===== config.mk =====
export PLATFORM = sky130hd
export DESIGN_NAME = csr_unit
export DESIGN_NICKNAME = d
export VERILOG_FILES = /design/src/csr_pkg.sv /design/src/csr_wr_if.sv /design/src/csr_rd_if.sv /design/src/csr_decode.sv /design/src/csr_trap_regs.sv /design/src/csr_counters.sv /design/src/csr_result.sv /design/src/csr_unit.sv
export SDC_FILE = /design/constraint.sdc
export NUM_CORES = 1
export LEC_CHECK = 0
export BUFFER_PORTS_ARGS = -buffer_cell sky130_fd_sc_hd__buf_2
export CORE_MARGIN = 4
export CORE_UTILIZATION = 48
export CTS_BUF_LIST = sky130_fd_sc_hd__clkbuf_8
export CTS_CLUSTER_SIZE = 14
export DETAILED_ROUTE_END_ITERATION = 6
export GPL_ROUTABILITY_DRIVEN = 1
export PLACE_DENSITY = 0.68
export SLEW_MARGIN = 20
export SYNTH_ARGS = -nofsm -noshare
export SYNTH_HDL_FRONTEND = slang
export SYNTH_HIERARCHICAL = 1
export SYNTH_SLANG_ARGS = --single-unit

===== constraint.sdc =====
create_clock -name clk_i -period 2.4 [get_ports clk_i]
set_input_delay 0.12 -clock clk_i [delete_from_list [all_inputs] [get_ports clk_i]]
set_output_delay 0.12 -clock clk_i [all_outputs]
set_load 0.05 [all_outputs]

===== src/csr_pkg.sv =====
package csr_pkg;

  typedef logic [11:0] csr_addr_t;  // csr number
  typedef logic [31:0] csr_data_t;  // one data word
  typedef logic [63:0] cnt_t;       // full counter value
  typedef logic [5:0]  cause_t;     // bit 5 irq flag, 4:0 code
  typedef logic [1:0]  csr_op_t;

  // csr operations
  localparam csr_op_t CSR_OP_READ  = 2'd0;
  localparam csr_op_t CSR_OP_WRITE = 2'd1;
  localparam csr_op_t CSR_OP_SET   = 2'd2;
  localparam csr_op_t CSR_OP_CLEAR = 2'd3;

  // register addressed this cycle
  typedef enum logic [3:0] {
    SEL_NONE, SEL_MSTATUS, SEL_MISA, SEL_MEPC, SEL_MCAUSE,
    SEL_MCOUNTINHIBIT, SEL_MCYCLE, SEL_MCYCLEH, SEL_MINSTRET, SEL_MINSTRETH
  } csr_sel_e;

  ////////////////////
  // addresses
  ////////////////////
  localparam csr_addr_t ADDR_MSTATUS       = 12'h300;
  localparam csr_addr_t ADDR_MISA          = 12'h301;
  localparam csr_addr_t ADDR_MCOUNTINHIBIT = 12'h320;
  localparam csr_addr_t ADDR_MEPC          = 12'h341;
  localparam csr_addr_t ADDR_MCAUSE        = 12'h342;
  localparam csr_addr_t ADDR_MCYCLE        = 12'hB00;
  localparam csr_addr_t ADDR_MINSTRET      = 12'hB02;
  localparam csr_addr_t ADDR_MCYCLEH       = 12'hB80;
  localparam csr_addr_t ADDR_MINSTRETH     = 12'hB82;

  localparam int MSTATUS_MIE_BIT  = 3;
  localparam int MSTATUS_MPIE_BIT = 7;
  localparam int MSTATUS_MPP_LO   = 11;   // mpp is 12:11, always M-mode

  // mxl=1 (rv32), C, I and M extensions
  localparam logic [1:0] MISA_MXL   = 2'd1;
  localparam csr_data_t  MISA_VALUE = {MISA_MXL, 30'd0} | (32'd1 << 12) | (32'd1 << 8)
                                      | (32'd1 << 2);

  localparam int CNT_CYCLE_BIT   = 0;   // only implemented mcountinhibit bits
  localparam int CNT_INSTRET_BIT = 2;

endpackage


===== src/csr_wr_if.sv =====
`timescale 1ns/1ps

interface csr_wr_if import csr_pkg::*; ();

  csr_sel_e  sel;    // register addressed this cycle
  logic      we;     // one-cycle commit strobe, legality already checked
  csr_data_t wdata;  // data after write/set/clear

  modport decode (output sel, output we);

  // result needs sel for the read mux
  modport result (input sel, output wdata);

  modport regs (input sel, input we, input wdata);

endinterface


===== src/csr_rd_if.sv =====
`timescale 1ns/1ps

interface csr_rd_if import csr_pkg::*; ();

  // trap state
  logic      mie;
  logic      mpie;
  csr_data_t mepc;
  cause_t    mcause;

  // counter state
  csr_data_t mcountinhibit;  // unimplemented bits read zero
  cnt_t      mcycle;
  cnt_t      minstret;

  modport trap_regs (output mie, output mpie, output mepc, output mcause);

  modport counters (output mcountinhibit, output mcycle, output minstret);

  modport result (input mie, input mpie, input mepc, input mcause,
                  input mcountinhibit, input mcycle, input minstret);

endinterface


===== src/csr_decode.sv =====
`timescale 1ns/1ps

module csr_decode import csr_pkg::*; (
  input  csr_addr_t csr_addr_i,
  input  csr_op_t   csr_op_i,
  input  logic      csr_access_i,
  input  logic      is_decoding_i,
  output logic      illegal_o,
  csr_wr_if.decode  wr
);

  csr_sel_e sel;
  logic     wreq;      // op modifies the register
  logic     ro_space;  // top two address bits 11
  logic     illegal;

  ////////////////////
  // address map
  ////////////////////
  always_comb begin
    unique case (csr_addr_i)
      ADDR_MSTATUS:       sel = SEL_MSTATUS;
      ADDR_MISA:          sel = SEL_MISA;
      ADDR_MEPC:          sel = SEL_MEPC;
      ADDR_MCAUSE:        sel = SEL_MCAUSE;
      ADDR_MCOUNTINHIBIT: sel = SEL_MCOUNTINHIBIT;
      ADDR_MCYCLE:        sel = SEL_MCYCLE;
      ADDR_MCYCLEH:       sel = SEL_MCYCLEH;
      ADDR_MINSTRET:      sel = SEL_MINSTRET;
      ADDR_MINSTRETH:     sel = SEL_MINSTRETH;
      default:            sel = SEL_NONE;  // unknown csr
    endcase
  end

  assign wreq     = (csr_op_i != CSR_OP_READ);
  assign ro_space = (csr_addr_i[11:10] == 2'b11);

  // only flagged for a real access
  assign illegal = csr_access_i && ((sel == SEL_NONE) || (ro_space && wreq));

  // single place where a write is allowed
  // is_decoding keeps it to one cycle per instruction
  assign wr.we  = csr_access_i && is_decoding_i && wreq && !illegal;
  assign wr.sel = sel;

  assign illegal_o = illegal;

endmodule


===== src/csr_trap_regs.sv =====
`timescale 1ns/1ps

module csr_trap_regs import csr_pkg::*; (
  input  logic         clk_i,
  input  logic         rst_ni,
  input  logic         csr_save_cause_i,
  input  logic         csr_save_if_i,
  input  logic         csr_restore_mret_i,
  input  cause_t       csr_cause_i,
  input  csr_data_t    pc_if_i,
  input  csr_data_t    pc_id_i,
  csr_wr_if.regs       wr,
  csr_rd_if.trap_regs  rd
);

  logic      mie_q, mie_d;
  logic      mpie_q, mpie_d;
  csr_data_t mepc_q, mepc_d;
  cause_t    mcause_q, mcause_d;
  csr_data_t exception_pc;

  // pc of the trapping instr, id stage unless fetch faulted
  assign exception_pc = csr_save_if_i ? pc_if_i : pc_id_i;

  ////////////////////
  // next state
  ////////////////////
  always_comb begin
    mie_d    = mie_q;
    mpie_d   = mpie_q;
    mepc_d   = mepc_q;
    mcause_d = mcause_q;

    // lowest priority, plain csr writes
    if (wr.we) begin
      unique case (wr.sel)
        SEL_MSTATUS: begin
          mie_d  = wr.wdata[MSTATUS_MIE_BIT];
          mpie_d = wr.wdata[MSTATUS_MPIE_BIT];  // mpp not stored
        end
        SEL_MEPC:   mepc_d   = wr.wdata;
        SEL_MCAUSE: mcause_d = {wr.wdata[31], wr.wdata[4:0]};  // irq flag + code
        default: ;  // not ours
      endcase
    end

    // trap entry
    if (csr_save_cause_i) begin
      mepc_d   = exception_pc;
      mcause_d = csr_cause_i;
      mpie_d   = mie_q;  // stack the enable
      mie_d    = 1'b0;
    end

    // mret wins over everything
    if (csr_restore_mret_i) begin
      mie_d  = mpie_q;
      mpie_d = 1'b1;
    end
  end

  always_ff @(posedge clk_i or negedge rst_ni) begin
    if (!rst_ni) begin
      mie_q    <= 1'b0;
      mpie_q   <= 1'b0;
      mepc_q   <= '0;
      mcause_q <= '0;
    end else begin
      mie_q    <= mie_d;
      mpie_q   <= mpie_d;
      mepc_q   <= mepc_d;
      mcause_q <= mcause_d;
    end
  end

  assign rd.mie    = mie_q;
  assign rd.mpie   = mpie_q;
  assign rd.mepc   = mepc_q;
  assign rd.mcause = mcause_q;

endmodule


===== src/csr_counters.sv =====
`timescale 1ns/1ps

module csr_counters import csr_pkg::*; (
  input  logic        clk_i,
  input  logic        rst_ni,
  input  logic        insn_ret_i,  // one instr retired this cycle
  csr_wr_if.regs      wr,
  csr_rd_if.counters  rd
);

  cnt_t      mcycle_q, minstret_q;
  logic      inh_cycle_q, inh_instret_q;  // stored mcountinhibit bits
  logic      inc_cycle, inc_instret;
  logic      we_inhibit;
  csr_data_t inhibit_word;

  // one step of a counter, half-word write overrides the increment
  function automatic cnt_t cnt_next(input cnt_t q, input logic inc, input logic we_lo,
                                    input logic we_hi, input csr_data_t wdata);
    cnt_t d;
    d = inc ? q + 64'd1 : q;
    if (we_lo) begin
      d[31:0] = wdata;
    end else if (we_hi) begin
      d[63:32] = wdata;
    end
    return d;
  endfunction

  assign inc_cycle   = !inh_cycle_q;                // always counting unless inhibited
  assign inc_instret = insn_ret_i && !inh_instret_q;
  assign we_inhibit  = wr.we && (wr.sel == SEL_MCOUNTINHIBIT);

  ////////////////////
  // registers
  ////////////////////
  always_ff @(posedge clk_i or negedge rst_ni) begin
    if (!rst_ni) begin
      mcycle_q      <= '0;
      minstret_q    <= '0;
      inh_cycle_q   <= 1'b0;
      inh_instret_q <= 1'b0;
    end else begin
      mcycle_q   <= cnt_next(mcycle_q, inc_cycle, wr.we && (wr.sel == SEL_MCYCLE),
                             wr.we && (wr.sel == SEL_MCYCLEH), wr.wdata);
      minstret_q <= cnt_next(minstret_q, inc_instret, wr.we && (wr.sel == SEL_MINSTRET),
                             wr.we && (wr.sel == SEL_MINSTRETH), wr.wdata);
      if (we_inhibit) begin
        inh_cycle_q   <= wr.wdata[CNT_CYCLE_BIT];
        inh_instret_q <= wr.wdata[CNT_INSTRET_BIT];
      end
    end
  end

  // rebuild the full word, rest reads zero
  always_comb begin
    inhibit_word                  = '0;
    inhibit_word[CNT_CYCLE_BIT]   = inh_cycle_q;
    inhibit_word[CNT_INSTRET_BIT] = inh_instret_q;
  end

  assign rd.mcountinhibit = inhibit_word;
  assign rd.mcycle        = mcycle_q;
  assign rd.minstret      = minstret_q;

endmodule


===== src/csr_result.sv =====
`timescale 1ns/1ps

module csr_result import csr_pkg::*; (
  input  csr_op_t     csr_op_i,
  input  csr_data_t   csr_wdata_i,
  output csr_data_t   csr_rdata_o,  // read word, zero latency
  csr_wr_if.result    wr,
  csr_rd_if.result    rd
);

  csr_data_t rdata;

  ////////////////////
  // read mux
  ////////////////////
  always_comb begin
    rdata = '0;  // SEL_NONE reads zero
    unique case (wr.sel)
      SEL_MSTATUS: begin
        rdata[MSTATUS_MPP_LO +: 2] = 2'b11;  // machine mode only
        rdata[MSTATUS_MPIE_BIT]    = rd.mpie;
        rdata[MSTATUS_MIE_BIT]     = rd.mie;
      end
      SEL_MISA:          rdata = MISA_VALUE;
      SEL_MEPC:          rdata = rd.mepc;
      SEL_MCAUSE:        rdata = {rd.mcause[5], 26'd0, rd.mcause[4:0]};
      SEL_MCOUNTINHIBIT: rdata = rd.mcountinhibit;
      SEL_MCYCLE:        rdata = rd.mcycle[31:0];
      SEL_MCYCLEH:       rdata = rd.mcycle[63:32];
      SEL_MINSTRET:      rdata = rd.minstret[31:0];
      SEL_MINSTRETH:     rdata = rd.minstret[63:32];
      default: ;
    endcase
  end

  // write data from the op, read op leaves wdata unused by the regs
  always_comb begin
    unique case (csr_op_i)
      CSR_OP_SET:   wr.wdata = csr_wdata_i | rdata;
      CSR_OP_CLEAR: wr.wdata = rdata & ~csr_wdata_i;
      default:      wr.wdata = csr_wdata_i;  // write and read
    endcase
  end

  assign csr_rdata_o = rdata;

endmodule


===== src/csr_unit.sv =====
`timescale 1ns/1ps

module csr_unit import csr_pkg::*; (
  input  logic      clk_i,
  input  logic      rst_ni,
  // csr access from the id stage
  input  logic      csr_access_i,
  input  csr_addr_t csr_addr_i,
  input  csr_data_t csr_wdata_i,
  input  csr_op_t   csr_op_i,
  input  logic      is_decoding_i,   // controller in decode
  // trap control
  input  logic      csr_save_cause_i,
  input  logic      csr_save_if_i,
  input  logic      csr_save_id_i,   // id pc is the default choice
  input  logic      csr_restore_mret_i,
  input  cause_t    csr_cause_i,
  input  csr_data_t pc_if_i,
  input  csr_data_t pc_id_i,
  input  logic      insn_ret_i,
  output csr_data_t csr_rdata_o,
  output logic      illegal_csr_insn_o,
  output logic      m_irq_enable_o,
  output csr_data_t mepc_o
);

  csr_wr_if wr_bus ();  // decode/result -> register modules
  csr_rd_if rd_bus ();  // register state -> read mux

  csr_decode decode_i (
    .csr_addr_i    (csr_addr_i),
    .csr_op_i      (csr_op_i),
    .csr_access_i  (csr_access_i),
    .is_decoding_i (is_decoding_i),
    .illegal_o     (illegal_csr_insn_o),
    .wr            (wr_bus.decode)
  );

  csr_trap_regs trap_regs_i (
    .clk_i              (clk_i),
    .rst_ni             (rst_ni),
    .csr_save_cause_i   (csr_save_cause_i),
    .csr_save_if_i      (csr_save_if_i),
    .csr_restore_mret_i (csr_restore_mret_i),
    .csr_cause_i        (csr_cause_i),
    .pc_if_i            (pc_if_i),
    .pc_id_i            (pc_id_i),
    .wr                 (wr_bus.regs),
    .rd                 (rd_bus.trap_regs)
  );

  csr_counters counters_i (
    .clk_i      (clk_i),
    .rst_ni     (rst_ni),
    .insn_ret_i (insn_ret_i),
    .wr         (wr_bus.regs),
    .rd         (rd_bus.counters)
  );

  csr_result result_i (
    .csr_op_i    (csr_op_i),
    .csr_wdata_i (csr_wdata_i),
    .csr_rdata_o (csr_rdata_o),
    .wr          (wr_bus.result),
    .rd          (rd_bus.result)
  );

  // straight from the registers
  assign m_irq_enable_o = rd_bus.mie;
  assign mepc_o         = rd_bus.mepc;

endmodule


==> metrics, run 1 <==
status finished with violations; failing checks negative setup slack; Mapped Cells 1497; Reg2Reg Depth 7; Worst Setup End Kind primary output; Final HPWL DP 41270 microns; vias in the first global route 13.56k; DRT iter0 DRCs ~2.1k; Hold Path Class input pin to register; post-layout util 0.6953; Area Overhead vs Synth 42.25%; most frequent cells in the layout buf_4 (279), dfrtp_1 (169), buf_2 (155); Core ar. 26130 sq um; initial antenna violation count 1; Int Power between 4 and 5 mW; peak supply drop 0.0003015 V; Sw Share 0.3430; Reg-to-Reg End counters_i/rd.mcycle[49]; IO buf count 189; share of cells above drive strength 1 0.4007; Mapped Area 12770 sq um; r2r setup slk -0.04 ns; clock power share 0.307; io pins around 190; crit start category input pin; reg2reg start counters_i/rd.mcycle[34]; LEAKAGE 7.762 nW; Place WS -0.8659 ns; CP max FO 7; Synth cell types 80; critical path endpoint csr_rdata_o[1]; setup violators final 132; CTS buffer count 17; number of enable flip-flop cells after synthesis 0; Final period util 1.141; Worst-Skew Late Latency 0.49 ns; post-route ant nets 0; sequential share of power 0.453; async set or reset register ratio after synthesis 1.000; top-area cell type share of the netlist area 0.3331; pin count of the biggest net entering global routing 79; Sink Count 170; Hold WS 0.01649 ns; setup tns final -16.30 ns; die height 171.1 microns; fin crit period 2.737 ns; fin area ~18000 sq um; Starting Density 0.4887; Initial DRT Pass Iterations 7; CTS tree yes; routed len/inst 23.89 microns; post-synth top area cell dfrtp_1; syn avg cell area about 8.5 sq um; Worst slew margin 0.4453; worst slew pin tran 0.8321 ns; Synth Flop Type dfrtp_1; Total Wirelength 55080 microns; register area share after synthesis 0.3331; Site Rows 59; Max Freq roughly 370 MHz; Fin. Hold Viols 0; register bit total from synthesis 170; grt total ovfl 0; Crit Path Class input pin to primary output; most common cell after layout, fill and taps aside buf_4; number of max-cap violations 0; top post-synthesis cells by area dfrtp_1 (33%), xnor2_1 (6.2%), nand2_1 (4.2%); Placement Cell Area 16040 sq um; htree depth 4; Worst Path Required 2.28 ns; vias between 10k and 15k; Nets approximately 2.1k; RSZ-0062 raised after global routing yes; Final WS setup -0.3373 ns; Sw Pwr 2.432 mW; max-slew violations 0; die area 29280 sq um; Power Density between 300 and 400 nW/um^2; Yosys Warn Count 6; CP arrival 2.62 ns; clock-pin slew on the worst setup and hold paths roughly 0.10 ns; die width approximately 170 microns; DRC viols 0; post-DR vias/cell 6.303; global-route wire length before repair 79630 microns; Gate power share 0.240; Root Buffer Master clkbuf_8; crit path from csr_addr_i[1]; Clock Tree Buf Depth 2; RePlAce Congestion 1.128; Worst Skew 0.02104 ns; Tot GR Track Use 0.3567
-- worst min path at each step --
| stage | startpoint | to | slack [ns] | cells after the start |
|---|---|---|---|---|
| 2_1_floorplan | rst_ni | counters_i/inh_cycle_q | -0.18 | 0 |
| 3_3_place_gp | rst_ni | counters_i/rd.minstret[2] | 0.11 | 1 |
| 3_5_place_dp | rst_ni | counters_i/rd.minstret[2] | 0.11 | 1 |
| 4_1_cts | csr_cause_i[3] | trap_regs_i/rd.mcause[3] | 0.002 | 4 |
| 5_1_grt | csr_cause_i[2] | trap_regs_i/rd.mcause[2] | 0.02 | 3 |
| 6_report | csr_cause_i[2] | trap_regs_i/rd.mcause[2] | 0.02 | 3 |
-- area by class of cell --
class	count	area [sq um]
inverter	29	111.4
timing repair buffer	534	4332
multi-input combinational	1205	8653
tap	335	419.2
clock buffer	17	234.0
sequential	170	4255
fill	1998	7964
clock inverter	14	161.4
antenna	1	2.502
-- per-stage QoR --
stage / total power, mW / std cells
CTS: 6.982 / 2278
floorplan: 4.069 / 1526
global placement: 4.782 / 2213
global route: 7.307 / 2305
detailed placement: 4.801 / 2213
finish: 7.091 / 2305
-- logic make-up after synthesis --
group | share of synthesized area
compound gates | 0.1751
mux | 0.09649
fa+ha+maj | 0.001959
simple gates | 0.2458
buf+inv | 0.06299
other cells | 0.0002936
flops | 0.3331
xor+xnor | 0.08435
-- synth_stat cells (6+ instances only) --
cell type	n
nor3_1	43
o22a_1	7
nand2_1	142
buf_4	42
or3_1	7
buf_6	6
o21ai_0	85
o211ai_1	15
xor2_1	32
nand4_1	47
and3b_1	8
dfrtp_1	170
clkbuf_1	46
a22o_1	22
o21a_1	8
o221ai_1	6
nor2_1	132
nand3_1	53
a22oi_1	46
nor4_1	40
nand2b_1	10
inv_1	29
a32oi_1	19
or2_2	9
a21oi_1	98
mux2i_1	50
and3_1	17
buf_2	28
nand3b_1	10
nor2b_1	33
and2_1	10
mux2_4	30
xnor2_1	91
mux2_2	25
-- registers in the layout, summed over array words and instances (netlist names) --
register / count
counters_i/inh_cycle_q: 1
counters_i/inh_instret_q: 1
counters_i/rd.mcycle: 64
counters_i/rd.minstret: 64
trap_regs_i/rd.mcause: 6
trap_regs_i/rd.mepc: 32
trap_regs_i/rd.mie: 1
trap_regs_i/rd.mpie: 1
-- worst max-delay path, stage by stage --
cell and delay (ns):
buf_2 0.14, or2_4 0.25, or4_4 0.53, a21oi_4 0.25, buf_8 0.16, nor2b_4 0.20
buf_12 0.14, a22oi_1 0.07, o22a_1 0.21, buf_4 0.15, o211ai_1 0.12, buf_4 0.25
-- what timing repair did --
item	in CTS	in global routing
hold buffers	5	1
setup endpoints to repair	184	151
gates resized for setup	161	137
pin swaps	45	52
buffers inserted	25	25
endpoints found under the hold margin	55	1
cloned	4	2
-- routing by layer --
| metal | GRT usage | vias up | wire, microns |
|---|---|---|---|
| li1 | - | 6307 | - |
| met1 | 0.4869 | 6992 | 21080 |
| met4 | 0.1309 | 0 | 2757 |
| met2 | 0.5540 | 1005 | 25000 |
| met3 | 0.08549 | 225 | 6239 |
| met5 | 0 | - | 0 |
-- power by group through the flow --
stage	clock network (mW)	registers (mW)	logic [mW]
floorplan	0	3.47	0.599
global placement	0	3.25	1.53
detailed placement	0	3.25	1.55
CTS	2.19	3.20	1.59
global route	2.30	3.23	1.77
finish	2.17	3.21	1.70
(Power assumes the default switching activity.)
==> run 2: changes to the inputs <==
CORE_UTILIZATION = 49   (was 48)
PLACE_DENSITY = 0.69   (was 0.68)
==> run 2 against run 1 <==
Against the previous run: the run ends with design-rule violations, negative setup slack left; cell count grew 0.39%; count of clock-buffer cells in the layout up 1; power grew 1.2%; first-iteration DRC count grew 27%; sequential power barely moved; maximum frequency is 1.8% lower; register-to-register slack better by 0.04 ns; design area increased by 5.4%; worst setup slack worse by 0.050 ns; worst hold slack improved by 0.049 ns; largest cell class unchanged; highest routed layer unchanged.
==> metrics, run 2 (same netlist as run 1, synthesis figures left out) <==
status finished with violations; failing checks design-rule violations, negative setup slack; Area Overhead vs Synth 49.96%; crit-path cells buf_6 > or2_4 > or4_4 > a21oi_4 > buf_12 > buf_12 > buf_12 > nor4b_4 > buf_6 > a32oi_2 > o211ai_1 > buf_4 > a22o_4 > nor2_4 > a21oi_1 > mux2_4; pin count of the biggest net entering global routing 64; crit start category input pin; Root Buffer Master clkbuf_8; setup tns final -27.31 ns; Design Power around 7.2 mW; share of cells above drive strength 1 0.4506; Hold Path Class input pin to register; Critical Path Max Stage Delay 0.53 ns; Critical Path Slowest Stage Cell or4_4; CP max FO 6; Worst-Skew Late Latency 0.51 ns; RePlAce Congestion 1.085; vias around 15k; most common cell after layout, fill and taps aside buf_4; CP arrival about 3.2 ns; Fin. Hold Viols 0; Place WS -0.7842 ns; peak supply drop 0.0003635 V; setup violators final roughly 170; RSZ-0062 raised after global routing yes; worst slew pin tran ~0.73 ns; number of diodes 0; Core ar. 25400 sq um; global-route wire length before repair 82810 microns; Worst Setup End Kind register; Crit path max-delay family compound AO/OA/AOI/OAI gates; Placement Cell Area roughly 16000 sq um; Worst Path Required between 2 and 3 ns; Starting Density 0.5029; Sink Count 170; DRC viols 15; grt total ovfl 0; clock-pin slew on the worst setup and hold paths approximately 0.11 ns; CTS buffer count 17; Max Freq 358.7 MHz; htree depth 4; Clock Tree Buf Depth 2; Total Wirelength 58790 microns; die width 169.5 microns; LEAKAGE between 8 and 9 nW; placed insts roughly 2.2k; Final HPWL DP 40830 microns; Hold WS around 0.066 ns; crit path buf inv count 6; die height 169.5 microns; r2r setup slk 0 ns; Nets 2098; Tot GR Track Use 0.3733; post-route ant nets 0; initial antenna violation count 0; Final period util 1.162; fin area between 15000 and 20000 sq um; io pins 191; most frequent cells in the layout buf_4 (230), dfrtp_1 (169), buf_2 (152); number of max-cap violations 0; Site Rows 58; Worst Skew 0.03006 ns; max-slew violations 0; IO buf count 189; crit-path most repeated cell buf_12; Final WS setup -0.3877 ns; CTS tree yes; Crit Path Class input pin to register; Worst slew margin 0.5143; DRT iter0 DRCs 2624; Power Density 374.8 nW/um^2; routed len/inst 25.41 microns; die area 28710 sq um; vias in the first global route 13.92k; Initial DRT Pass Iterations 7; post-layout util 0.7541; fin crit period 2.788 ns; non-filler cells, final 2314; post-DR vias/cell 6.541
[run 2: metal layers]
| layer | part of all wire | wire length (microns) | vias up | GRT usage |
|---|---|---|---|---|
| met2 | 0.45 | 26600 | 1173 | 0.5853 |
| met3 | 0.13 | 7454 | 331 | 0.09154 |
| met5 | 0 | 0 | - | 0 |
| met4 | 0.057 | 3350 | 0 | 0.1334 |
| li1 | - | - | 6356 | - |
| met1 | 0.36 | 21390 | 7276 | 0.5058 |
[run 2: tightest hold or removal path, delay by kind of cell]
kind	cells	cell delay [ns]
muxes	2	0.20
buffers and inverters	1	0.08
AOI/OAI and AO/OA	1	0.14
[run 2: cell type report]
cell class / instances / area, sq um
repair buffers: 548 / 4720
clock buffers: 18 / 247.7
clock inverters: 14 / 147.6
multi-input cells: 1205 / 9256
well taps: 330 / 412.9
flip-flops and latches: 170 / 4255
inverters: 29 / 113.9
fillers: 1651 / 6246
[run 2: final timing paths]
path / from / end / cells after the start
setup / recovery: csr_addr_i[5] / trap_regs_i/rd.mepc[13] / 16
setup reg to reg: counters_i/rd.mcycle[1] / counters_i/rd.mcycle[24] / 9
max in group asynchronous: rst_ni / counters_i/rd.minstret[14] / 3
hold / removal: pc_id_i[26] / trap_regs_i/rd.mepc[26] / 4
hold reg to reg: trap_regs_i/rd.mcause[4] / trap_regs_i/rd.mcause[4] / 1
min in group asynchronous: rst_ni / counters_i/rd.minstret[0] / 2
[run 2: repair_timing]
action / CTS / global route
gates cloned: 5 / 3
pin swaps: 78 / 84
buffers inserted: 48 / 46
hold endpoints to repair: 66 / 0
setup endpoints to repair: 167 / 189
hold buffers: 8 / 0
gates resized for setup: 272 / 298
[run 2: report_power, final]
group	total (mW)	internal [mW]	switching [mW]
Combinational	1.82	0.744	1.08
Sequential	3.23	3.01	0.218
Clock	2.13	0.807	1.32
Total	7.18	4.56	2.62
